<file path="config.mk">
export PLATFORM = sky130hd
export DESIGN_NAME = layerApbRegs
export DESIGN_NICKNAME = d
export VERILOG_FILES = /design/src/logic/neuralPkg.sv /design/src/logic/layerApbRegs.sv
export VERILOG_INCLUDE_DIRS = /design/src /design/src/include
export SDC_FILE = /design/constraint.sdc
export NUM_CORES = 1
export LEC_CHECK = 0
export ABC_AREA = 0
export BUFFER_PORTS_ARGS = -buffer_cell sky130_fd_sc_hd__buf_4
export CELL_PAD_IN_SITES_DETAIL_PLACEMENT = 0
export CELL_PAD_IN_SITES_GLOBAL_PLACEMENT = 1
export CORE_MARGIN = 3
export CORE_UTILIZATION = 30
export DETAILED_ROUTE_END_ITERATION = 8
export PLACE_DENSITY = 0.71
export SLEW_MARGIN = 10
export SYNTH_ARGS = -nofsm -noshare
export SYNTH_HDL_FRONTEND = slang
export SYNTH_SLANG_ARGS = --single-unit
</file>
<file path="constraint.sdc">
create_clock -name clk -period 3.6 [get_ports clk]
set_clock_uncertainty 0.15 [all_clocks]
set_input_delay 0.54 -clock clk [delete_from_list [all_inputs] [get_ports clk]]
set_output_delay 0.54 -clock clk [all_outputs]
set_load 0.01 [all_outputs]
</file>
<file path="src/include/neural_params.svh">
`ifndef NEURAL_PARAMS_SVH
`define NEURAL_PARAMS_SVH

// Layer geometry and number formats
`define NUM_INPUTS 10 // Activations into each neuron
`define NUM_NODES 4 // Neurons in the layer
`define DATA_WIDTH 8 // Activations, weights, biases and results
`define FRAC_BITS 5 // Weight fraction bits
`define ACC_WIDTH 20 // Ten full products plus the scaled bias fit here

// APB bus widths
`define APB_ADDR_WIDTH 12
`define APB_DATA_WIDTH 32

// APB byte address map
`define INPUT_BASE 'h000 // One activation per word
`define CTRL_ADDR 'h040 // Bit 0 start or done, bit 1 busy
`define WEIGHT_BASE 'h100 // First node's weight block
`define WEIGHT_STRIDE 'h40 // Distance between node weight blocks
`define BIAS_OFFSET 'h28 // Bias word inside a node's block
`define RESULT_BASE 'h200 // Read-only results, one per word

`endif

</file>
<file path="src/logic/neuralPkg.sv">
`default_nettype none
`include "neural_params.svh"

package neuralPkg;

	// ~~~~~~~~~~~~~~~~~~~~~~~~~~~~~~~~~~~~~~~~~~~~~~~~~~~~~~~~~~~~~~~~~~~~
	// Fixed-point number types of the layer
	// ~~~~~~~~~~~~~~~~~~~~~~~~~~~~~~~~~~~~~~~~~~~~~~~~~~~~~~~~~~~~~~~~~~~~

	typedef logic signed [`DATA_WIDTH-1:0] activationT; // Integer input value

	typedef logic signed [`DATA_WIDTH-1:0] weightT; // Scaled by 2^FRAC_BITS

	typedef logic signed [2*`DATA_WIDTH-1:0] productT; // Full activation times weight

	typedef logic signed [`ACC_WIDTH-1:0] accT; // Sum of products and bias

	typedef logic [`DATA_WIDTH-1:0] resultT; // Output after ReLU and clamp

endpackage

`default_nettype wire

</file>
<file path="src/logic/layerApbRegs.sv">
`timescale 1ns/100ps
`default_nettype none
`include "neural_params.svh"

module layerApbRegs
(
	input wire clk,
	input wire reset,
	input wire psel,
	input wire penable,
	input wire pwrite,
	input wire [`APB_ADDR_WIDTH-1:0] paddr,
	input wire [`APB_DATA_WIDTH-1:0] pwdata,
	input wire neuralPkg::resultT [`NUM_NODES-1:0] results,
	input wire outValid,
	output logic [`APB_DATA_WIDTH-1:0] prdata,
	output logic pready,
	output logic pslverr,
	output neuralPkg::activationT [`NUM_INPUTS-1:0] inputs,
	output neuralPkg::weightT [`NUM_NODES-1:0][`NUM_INPUTS-1:0] weights,
	output neuralPkg::weightT [`NUM_NODES-1:0] biases,
	output logic inValid
);
	import neuralPkg::*;

	localparam int ADDR_W = `APB_ADDR_WIDTH;
	localparam int EXT_W = `APB_DATA_WIDTH - `DATA_WIDTH;
	localparam int VECTOR_SPAN = `NUM_INPUTS * 4; // Bytes of one activation or weight vector
	localparam int STRIDE_SHIFT = $clog2(`WEIGHT_STRIDE);

	resultT [`NUM_NODES-1:0] resultRegs;
	logic [1:0] inFlight;
	logic done;
	logic busy;
	logic access;
	logic writeEn;
	logic startWrite;
	logic aligned;
	logic inputHit, ctrlHit, weightRegion, weightHit, biasHit, resultHit;
	logic addrError;
	logic [ADDR_W-1:0] inputOffset, weightOffset, blockOffset, resultOffset;
	logic [ADDR_W-1:0] inputIdx, nodeIdx, weightIdx, resultIdx;
	logic [`APB_DATA_WIDTH-1:0] readData;

	function automatic logic [`APB_DATA_WIDTH-1:0] signExtend(input weightT value);
		return {{EXT_W{value[`DATA_WIDTH-1]}}, value};
	endfunction

	// ~~~~~~~~~~~~~~~~~~~~~~~~~~~~~~~~~~~~~~~~~~~~~~~~~~~~~~~~~~~~~~~~~~~~
	// Address decode
	// ~~~~~~~~~~~~~~~~~~~~~~~~~~~~~~~~~~~~~~~~~~~~~~~~~~~~~~~~~~~~~~~~~~~~
	always_comb
	begin
		aligned = paddr[1:0] == 2'b00;
		inputOffset = paddr - ADDR_W'(`INPUT_BASE); // Wraps high below the base
		weightOffset = paddr - ADDR_W'(`WEIGHT_BASE);
		resultOffset = paddr - ADDR_W'(`RESULT_BASE);
		blockOffset = weightOffset & ADDR_W'(`WEIGHT_STRIDE - 1);
		inputIdx = inputOffset >> 2;
		nodeIdx = weightOffset >> STRIDE_SHIFT;
		weightIdx = blockOffset >> 2;
		resultIdx = resultOffset >> 2;
		inputHit = aligned && inputOffset < VECTOR_SPAN;
		ctrlHit = paddr == ADDR_W'(`CTRL_ADDR);
		weightRegion = aligned && weightOffset < `NUM_NODES * `WEIGHT_STRIDE;
		weightHit = weightRegion && blockOffset < VECTOR_SPAN;
		biasHit = weightRegion && blockOffset == ADDR_W'(`BIAS_OFFSET);
		resultHit = aligned && resultOffset < `NUM_NODES * 4;
		addrError = !(inputHit || ctrlHit || weightHit || biasHit || resultHit)
			|| (pwrite && resultHit); // Results are read-only
	end

	assign access = psel && penable;
	assign writeEn = access && pwrite && !addrError;
	assign startWrite = writeEn && ctrlHit && pwdata[0];
	assign busy = inFlight != 2'd0;

	// Operand registers
	always_ff @(posedge clk)
	begin
		if (reset)
		begin
			inputs <= '0;
			weights <= '0;
			biases <= '0;
		end
		else if (writeEn)
		begin
			if (inputHit)
				inputs[inputIdx] <= activationT'(pwdata[`DATA_WIDTH-1:0]);
			if (weightHit)
				weights[nodeIdx][weightIdx] <= weightT'(pwdata[`DATA_WIDTH-1:0]);
			if (biasHit)
				biases[nodeIdx] <= weightT'(pwdata[`DATA_WIDTH-1:0]);
		end
	end

	// ~~~~~~~~~~~~~~~~~~~~~~~~~~~~~~~~~~~~~~~~~~~~~~~~~~~~~~~~~~~~~~~~~~~~
	// Start pulse, status and result capture
	// ~~~~~~~~~~~~~~~~~~~~~~~~~~~~~~~~~~~~~~~~~~~~~~~~~~~~~~~~~~~~~~~~~~~~
	always_ff @(posedge clk)
	begin
		if (reset)
		begin
			inValid <= 1'b0;
			done <= 1'b0;
			inFlight <= 2'd0;
			resultRegs <= '0;
		end
		else
		begin
			inValid <= startWrite; // Launches in the cycle after the access phase
			if (outValid)
			begin
				resultRegs <= results;
				done <= 1'b1;
			end
			if (startWrite)
				done <= 1'b0; // A new start wins over an older item finishing
			case ({inValid, outValid})
				2'b10: inFlight <= inFlight + 2'd1;
				2'b01: inFlight <= inFlight - 2'd1;
				default: inFlight <= inFlight;
			endcase
		end
	end

	// Read mux
	always_comb
	begin
		readData = '0;
		if (inputHit)
			readData = signExtend(inputs[inputIdx]);
		else if (ctrlHit)
			readData = {{(`APB_DATA_WIDTH-2){1'b0}}, busy, done};
		else if (weightHit)
			readData = signExtend(weights[nodeIdx][weightIdx]);
		else if (biasHit)
			readData = signExtend(biases[nodeIdx]);
		else if (resultHit)
			readData = {{EXT_W{1'b0}}, resultRegs[resultIdx]};
	end

	assign prdata = (access && !pwrite && !addrError) ? readData : '0;
	assign pready = 1'b1; // No wait states
	assign pslverr = access && addrError;

	addrStable: assert property (@(posedge clk) disable iff (reset)
		access |-> $stable(paddr) && $stable(pwrite));

	errorAfterSetup: assert property (@(posedge clk) disable iff (reset)
		pslverr |-> access && $past(psel && !penable));

endmodule

`default_nettype wire

</file>
# [Word level (Yosys, flattened, before mapping)]
# Cells that the tools add are included.
[classes] n_addsub=4 magnitude_cmp=11 eq_ne=4 mux=28 n_reduce_logical=32
[op_table] op="320-bit bitwise mux" count=1
[op_table] op="80-bit binary-select mux with 2-bit select" count=1
[op_table] op="80-bit demux with 2-bit select" count=1
[op_table] op="32-bit 2-to-1 mux" count=5
[op_table] op="80-bit 2-to-1 mux" count=2
[op_table] op="80-bit bitwise mux" count=1
[op_table] op="8-bit binary-select mux with 4-bit select" count=2
[op_table] op="8-bit demux with 4-bit select" count=2
[op_table] op="8-bit 2-to-1 mux" count=8
[op_table] op="8-bit binary-select mux with 2-bit select" count=2
[op_table] op="32-bit bitwise mux" count=1
[op_table] op="1-bit logical AND" count=17
[op_table] op="8-bit demux with 2-bit select" count=1
[op_table] op="12-bit by 7-bit == test with 1-bit output, second input constant" count=1
[op_table] op="12-bit by 5-bit less-than comparator with 1-bit output, second input constant" count=1
[op_table] op="12-bit by 6-bit less-than comparator with 1-bit output, second input constant" count=1
[op_table] op="12-bit by 9-bit less-than comparator with 1-bit output, second input constant" count=1
[op_table] op="12-bit by 10-bit subtractor with 12-bit output, second input constant" count=1
[op_table] op="12-bit by 9-bit subtractor with 12-bit output, second input constant" count=1
[op_table] op="10-bit by 1-bit >= comparator with 1-bit output, second input constant" count=1
[op_table] op="10-bit by 3-bit less-than comparator with 1-bit output, second input constant" count=1
[op_table] op="10-bit by 5-bit less-than comparator with 1-bit output, second input constant" count=1
[op_table] op="6-bit == test, second input constant" count=1
[op_table] op="6-bit by 1-bit >= comparator with 1-bit output, second input constant" count=1
[op_table] op="other kinds (15)" count=24
[totals] reg_bits=468 input_bits=82 output_inout_bits=467 elab_cells=140

# [Logic depth before layout (Yosys ltp)]
# Gate-level depths: netlist (run 1).
[logic_depth] depth_word=14 mapped_depth=12 depth_no_buf=8

# [Least setup slack after synthesis (run 1)]
# Ideal clock, no wire load.
[synth_path] kind="input to output" startpoint="input port paddr[10]" endpoint="output port prdata[10]" arrival_time_ps=2975 t_required_ps=2910 slack_ps=-65 cell_stages=10 path_buffers=2 path_cell_list="inv_1 ha_1 nor2b_1 xnor2_4 buf_4 nand4_1 a311o_1 nor2_1 and2_1 buf_4"
[synth_between] elab_chain_len=12 elab_cells_between_ends=25 classes_between="add/sub (2); order compare (3); eq/ne (1); mux (5); reduce/logical (14)"
[synth_rtl] element="start, declared" line="layerApbRegs.sv:12" text="input wire [`APB_ADDR_WIDTH-1:0] paddr,"
[synth_rtl] element="12-bit by 9-bit subtractor with 12-bit output" line="layerApbRegs.sv:56" text="weightOffset = paddr - ADDR_W'(`WEIGHT_BASE);"
[synth_rtl] element="12-bit by 9-bit less-than comparator with 1-bit output (no source line)"
[synth_rtl] element="1-bit logical AND (no source line)"
[synth_rtl] element="1-bit logical AND" line="layerApbRegs.sv:66" text="weightHit = weightRegion && blockOffset < VECTOR_SPAN;"
[synth_rtl] element="1-bit logical OR (3 in series)" line="layerApbRegs.sv:69" text="addrError = !(inputHit || ctrlHit || weightHit || biasHit || resultHit)"
[synth_rtl] element="1-bit zero test" line="layerApbRegs.sv:69"
[synth_rtl] element="1-bit logical OR" line="layerApbRegs.sv:70" text="|| (pwrite && resultHit);"
[synth_rtl] element="1-bit zero test" line="layerApbRegs.sv:144" text="assign prdata = (access && !pwrite && !addrError) ? readData : '0;"
[synth_rtl] element="1-bit logical AND" line="layerApbRegs.sv:144"
[synth_rtl] element="32-bit 2-to-1 mux (*)" line="layerApbRegs.sv:144"
[synth_rtl] element="end, declared" line="layerApbRegs.sv:16" text="output logic [`APB_DATA_WIDTH-1:0] prdata,"
# Mark *: on every way between the ends. The rest lies on a longest branch, timed or not.

# [Worst setup path in the final report (run 1)]
[layout_path] startpoint="input port paddr[7]" endpoint="output port prdata[6]"
[layout_between] elab_chain_len=12 elab_cells_between_ends=32 classes_between="add/sub (2); order compare (3); eq/ne (1); mux (12); reduce/logical (14)"
[layout_rtl] element="parallel branches: the longest is 11 deep, another holds 12-bit by 10-bit subtractor with 12-bit output"
[layout_rtl] element="32-bit 2-to-1 mux (*)" line="layerApbRegs.sv:144"
# Every way passes the cells marked *. The select of a mux whose other input is x is not followed.

==> out/metrics.csv, run 1 <==
metric,value,unit
status,"complete, no violations",
sequential area share after synthesis,0.4319,
clock power share,0.467,
Clock Latency Late Sink,580,ps
post-synth top area share,0.4319,
Hold Startpoint,results[26],
simple-gate portion of the synthesized area,0.1532,
routed via count,19020,
met2 WL,44.14,mm
reg2reg end,inFlight[1]$_SDFFE_PP0P_,
CP Launch Type,primary input,
signal arrival time at the worst endpoint,2830,ps
total of max-cap violations,0,
Cell variety after synth,65,
most numerous cell in the Yosys netlist,dfxtp_1,
vias in the first global route,18570,
Reg power frac,0.467,
P&R area growth vs syn,33.94,%
initial antenna violation count,0,
ys flop type,dfxtp_1,
Yosys Warn Count,0,
largest fanout on the critical path,15,
post-route insts no fill,3644,
# H-tree levels,2,
logic gate share of total power,0.066,
diode count,0,
crit share post-route,0.9790,
max-slew violation count,0,
Worst Setup End Kind,output pin,
Initial Util,0.3061,
Worst Hold Class,in -> reg,
Synth Instances,2134,
"EDFF count, synth",0,
CP peak stage delay,490,ps
final hold vios,0,
gr usage total,0.2279,
pin count of the biggest net entering global routing,105,
crit path time final,3525,ps
cell internal pwr,8.450,mW
Worst-path clk slew,60,ps
leakage,11.64,nW
total grt overflow,0,
Worst-Margin Slew,870.5,ps
first-pass GRT wire length,129.0,mm
"FFs w/ async S/R, synth",0,
worst r2r path cells,4,
CP Buf/Inv Count,4,
RSZ-0062 raised after global routing,no,
Multi-input gate area,0.01150,mm^2
Clock Sinks,468,
Port Buf Inserts,523,
most common library cells after synthesis,"dfxtp_1, nor2_1, mux2i_1, nand2_1, a21oi_1",
"Cell Area, Synth",0.02169,mm^2
combinational family with the most area after synthesis,multiplexers,
Routed Antenna Nets,0,
die area,0.07558,mm^2
Post-Syn Nets,2219,
DR DRC count,0,
num ports,549,
DR vias/cell,5.220,
final instance area,0.02906,mm^2
fmax,283.7,MHz
Net Sw Power,2.731,mW
met3 WL,7.012,mm
power per cell area,384.8,mW/mm^2
relative slew slack,0.4197,
Layout Nets,2750,
hpwl dp,65.46,mm
"Critical Path, Cell by Cell",buf_8 > buf_12 > buf_4 > mux4_2 > mux2i_1 > mux2i_1 > a211o_1 > o22ai_2 > a21oi_1 > buf_4,
DRT Wirelength,90.12,mm
flop-to-flop setup slack,2140,ps
DP Area,0.02719,mm^2
Setup TNS Final,0,ps
worst r2r src,inValid$_SDFF_PP0_,
register area,0.009371,mm^2
share of layout cells above drive strength 1,0.3554,
Synth Area in Compound Gates,0.07509,
post-synthesis mux area share,0.2889,
Worst IR Drop VDD,0.0003310,V
"Slowest-stage cell, CP",mux4_2,
routed metal-1 wirelength,36.97,mm
first drt pass iteration count,8,
initial DRC count,1533,
"delay-heaviest family, CP",multiplexers,
placed cells,3548,
GP Congestion,0.8856,
largest area contributor in the netlist,dfxtp_1,
Synth Area per Inst,10.17,um^2
Die H,274.9,um
Hold WS,42.21,ps
ranking of synthesized cells by area,"dfxtp_1, mux2i_1, mux4_2",
Row Count,97,
final setup fails,0,
TritonCTS Buffers,52,
core area,0.07088,mm^2
Fill cells,6936,
top layer in use,met4,
XOR/XNOR Fraction of Synth Area,0.002480,
critical path class,in -> out,
Clock Path Buffers,3,
switch share,0.2443,
hold path endpoint,resultRegs[26]$_SDFFE_PP0P_,
Post-Synth Adder-Cell Area,0.001730,
Yosys reg bits,468,
Worst Path Required,2910,ps
Hold Path Depth,3,
CTS tree,built,
Die W,274.9,um
CTS root buf,clkbuf_16,
routed len/inst,24.73,um
## how the worst max path moves through the flow
stage	from	end	slack, ps	depth (start not counted)
3_3_place_gp	paddr[7]	prdata[6]	-240	10
2_1_floorplan	paddr[10]	prdata[0]	40	10
5_1_grt	paddr[6]	prdata[6]	2	10
6_report	paddr[7]	prdata[6]	80	10
3_5_place_dp	paddr[7]	prdata[6]	-250	10
4_1_cts	weights[295]$_SDFFE_PP0P_	prdata[11]	4	7
## cell families after synthesis
family / after synthesis
compound gates: 290
xor+xnor: 4
fa+ha+maj: 3
buf+inv: 211
flops: 468
mux: 492
other cells: 1
simple gates: 665
## cell type report
class | count | share of cell area
Clock inverter | 19 | 0.004995
Multi-Input combinational cell | 1458 | 0.3958
Timing Repair Buffer | 681 | 0.1836
Sequential cell | 468 | 0.3225
Tap cell | 940 | 0.04048
Clock buffer | 74 | 0.05214
Inverter | 4 | 0.0005167
## registers in the layout, summed over array words and instances (netlist names)
name        flops
done            1
inputs         80
inValid         1
weights       320
resultRegs     32
inFlight        2
biases         32
## metal layers
metal | track usage | up-vias
met1 | 0.2868 | 9485
li1 | - | 8614
met5 | 0 | -
met4 | 0.05183 | 0
met3 | 0.05512 | 110
met2 | 0.3947 | 812
## tightest hold or removal path, stage by stage
cell and delay, ps:
buf_4 80, mux2i_1 50, nor2_1 70
## cell usage in the layout (no fill, tap or decap), types with 4 or more instances in the layout
cell type   instances
nand2_1           135
mux2i_1           380
nand4_1             9
buf_12             12
clkinvlp_4          4
o22ai_1             8
and2_4              4
a21oi_1           130
clkbuf_8           11
clkbuf_16          53
mux4_2            107
nand3_1            48
o211ai_1            4
clkinv_2           10
dfxtp_1           466
nor2_1            380
o21ai_0            93
a22oi_1            12
mux2_2              4
and3_1              6
buf_4             663
nor4_4             10
nor3_4             27
nand2b_1            7
clkbuf_1           10
nor2b_1             4
## power by group through the flow
stage | combinational [mW] | sequential (mW) | clock, mW
2_1_floorplan | 0.433 | 5.33 | 0
3_3_place_gp | 0.712 | 5.33 | 0
3_5_place_dp | 0.720 | 5.33 | 0
4_1_cts | 0.734 | 5.22 | 5.32
5_1_grt | 0.779 | 5.22 | 5.53
6_report | 0.737 | 5.22 | 5.23
## repair_timing
action                                 in CTS  in global routing
gates cloned                                3                  1
setup endpoints to repair                  30                 32
hold buffers                                0                  0
pin swaps                                   2                  4
gates resized for setup                    25                 18
endpoints found under the hold margin       0                  0
buffers inserted                            1                  0
## stage by stage
step           setup WS, ps    util  power (mW)
2_1_floorplan         38.02       -       5.759
3_5_place_dp         -247.6  0.3836       6.051
3_3_place_gp         -238.6  0.3836       6.042
5_1_grt               2.231  0.4100       11.52
4_1_cts               3.907  0.4087       11.27
6_report              75.45  0.4100       11.18
(Power assumes the default switching activity.)
==> run 2: changes to the inputs <==
Settings changed: CORE_ASPECT_RATIO set to 0.75, PLACE_DENSITY 0.71 to 0.74.
==> out/metrics.csv, run 2 (same netlist as run 1, synthesis figures left out) <==
metric,value,unit
flop-to-flop setup slack,2180,ps
Worst IR Drop VDD,0.0002744,V
status,"complete, no violations",
Reg power frac,0.466,
pin count of the biggest net entering global routing,116,
crit share post-route,0.9807,
Hold Path Depth,3,
Multi-input gate area,0.01148,mm^2
Port Buf Inserts,523,
DRT Wirelength,91.22,mm
Clock Path Buffers,3,
total grt overflow,0,
Worst Setup End Kind,output pin,
Setup TNS Final,0,ps
Die W,316.5,um
max-slew violation count,0,
hold path endpoint,resultRegs[12]$_SDFFE_PP0P_,
register area,0.009374,mm^2
Hold Startpoint,results[12],
DR vias/cell,5.250,
routed len/inst,24.94,um
GP Congestion,0.8856,
max FFs per register,320,
Die H,238.9,um
Net Sw Power,2.710,mW
Row Count,84,
reg2reg end,inFlight[1]$_SDFFE_PP0P_,
first-pass GRT wire length,129.8,mm
Tot Pwr,11.19,mW
most frequent cells in the layout,"buf_4, dfxtp_1, mux2i_1",
"most used cell, CP",buf_4,
"Slowest-stage cell, CP",mux4_2,
cell internal pwr,8.485,mW
fmax,283.2,MHz
final setup fails,0,
Top Registers,"weights (320), inputs (80)",
crit path time final,3531,ps
Clock Sinks,468,
DR DRC count,0,
hpwl dp,67.25,mm
share of layout cells above drive strength 1,0.3572,
initial antenna violation count,4,
leakage,11.67,nW
TritonCTS Buffers,49,
Initial Util,0.3063,
initial DRC count,1593,
critical path class,in -> out,
final hold vios,0,
P&R area growth vs syn,34.29,%
Clock Latency Late Sink,580,ps
CP Launch Type,primary input,
gr usage total,0.2298,
Worst Path Required,2910,ps
worst r2r src,inValid$_SDFF_PP0_,
core area,0.07084,mm^2
vias in the first global route,18480,
first drt pass iteration count,6,
Hold WS,50.86,ps
routed via count,19200,
Layout Nets,2765,
total of max-cap violations,0,
"Critical Path, Cell by Cell",buf_6 > buf_4 > mux4_2 > o22ai_1 > buf_4 > a21oi_1 > buf_4 > o211ai_1 > a311oi_2 > buf_4,
largest fanout on the critical path,9,
CTS root buf,clkbuf_16,
switch share,0.2420,
Routed Antenna Nets,0,
Worst-Margin Slew,928.3,ps
"commonest non-fill, non-tap cell in the layout",buf_4,
Worst-path clk slew,60,ps
CP peak stage delay,530,ps
RSZ-0062 raised after global routing,yes,
Largest Register,weights,
clock power share,0.466,
relative slew slack,0.3811,
logic gate share of total power,0.068,
num ports,549,
power per cell area,384.2,mW/mm^2
signal arrival time at the worst endpoint,2840,ps
Hold Buf Count CTS,0,
Fill cells,6838,
CTS tree,built,
Worst Hold Class,in -> reg,
worst r2r path cells,4,
die area,0.07561,mm^2
# H-tree levels,2,
## run 2: cell types whose count changed in the layout (fill, tap and decap cells not counted), sizes merged
cell,previous run,this run
and2,6,5
buf,680,700
bufbuf,1,0
bufinv,1,4
clkbuf,74,66
clkinv,12,5
clkinvlp,4,3
diode,0,1
inv,6,7
## run 2: worst max path at each step
stage               from  cells after the start   endpoint  slack [ps]
6_report        paddr[7]                     10  prdata[1]          70
5_1_grt         paddr[3]                      9  prdata[2]         -10
4_1_cts         paddr[2]                     11  prdata[2]          -2
3_5_place_dp    paddr[7]                      9  prdata[1]        -250
3_3_place_gp    paddr[7]                     10  prdata[0]        -240
2_1_floorplan  paddr[10]                     10  prdata[0]          40
## run 2: metal layers
| layer | vias up | GRT usage | share of wire |
|---|---|---|---|
| met5 | - | 0 | 0.00037 |
| met1 | 9632 | 0.3176 | 0.43 |
| li1 | 8657 | - | - |
| met2 | 800 | 0.3747 | 0.47 |
| met3 | 105 | 0.04628 | 0.079 |
| met4 | 4 | 0.04380 | 0.016 |
## run 2: repair_timing
action,CTS,global route
endpoints found under the setup margin,30,30
endpoints found under the hold margin,0,0
cloned,0,2
pin swaps,4,2
setup buffers,1,0
resized for setup,16,22
## run 2: per-stage QoR
stage                 util  cells  instance area, um^2  setup WS, ps
finish              0.4113   3657                29130         69.34
global route        0.4112   3656                29130        -13.74
CTS                 0.4096   3654                29020        -2.013
detailed placement  0.3863   3573                27370        -245.5
global placement    0.3863   3573                27370        -241.4
floorplan                -   2134                21700         38.02
## run 2: power groups by stage
stage          Combinational, mW  Clock, mW  Sequential (mW)
2_1_floorplan              0.433          0             5.33
3_5_place_dp               0.749          0             5.33
5_1_grt                    0.804       5.50             5.21
4_1_cts                    0.755       5.31             5.21
3_3_place_gp               0.740          0             5.33
6_report                   0.761       5.22             5.21
## run 2: cell type report
type / count / area share
repair buffers: 700 / 0.1877
diodes: 1 / 0.00008589
multi-input cells: 1457 / 0.3942
inverters: 4 / 0.0005154
clock inverters: 15 / 0.006657
flip-flops and latches: 468 / 0.3218
clock buffers: 66 / 0.04849
well taps: 946 / 0.04063
## run 2: worst max-delay path, delay by kind of cell
| kind | cells | cell delay (ps) |
|---|---|---|
| AOI/OAI and AO/OA | 4 | 820 |
| muxes | 1 | 530 |
| buffers and inverters | 5 | 950 |
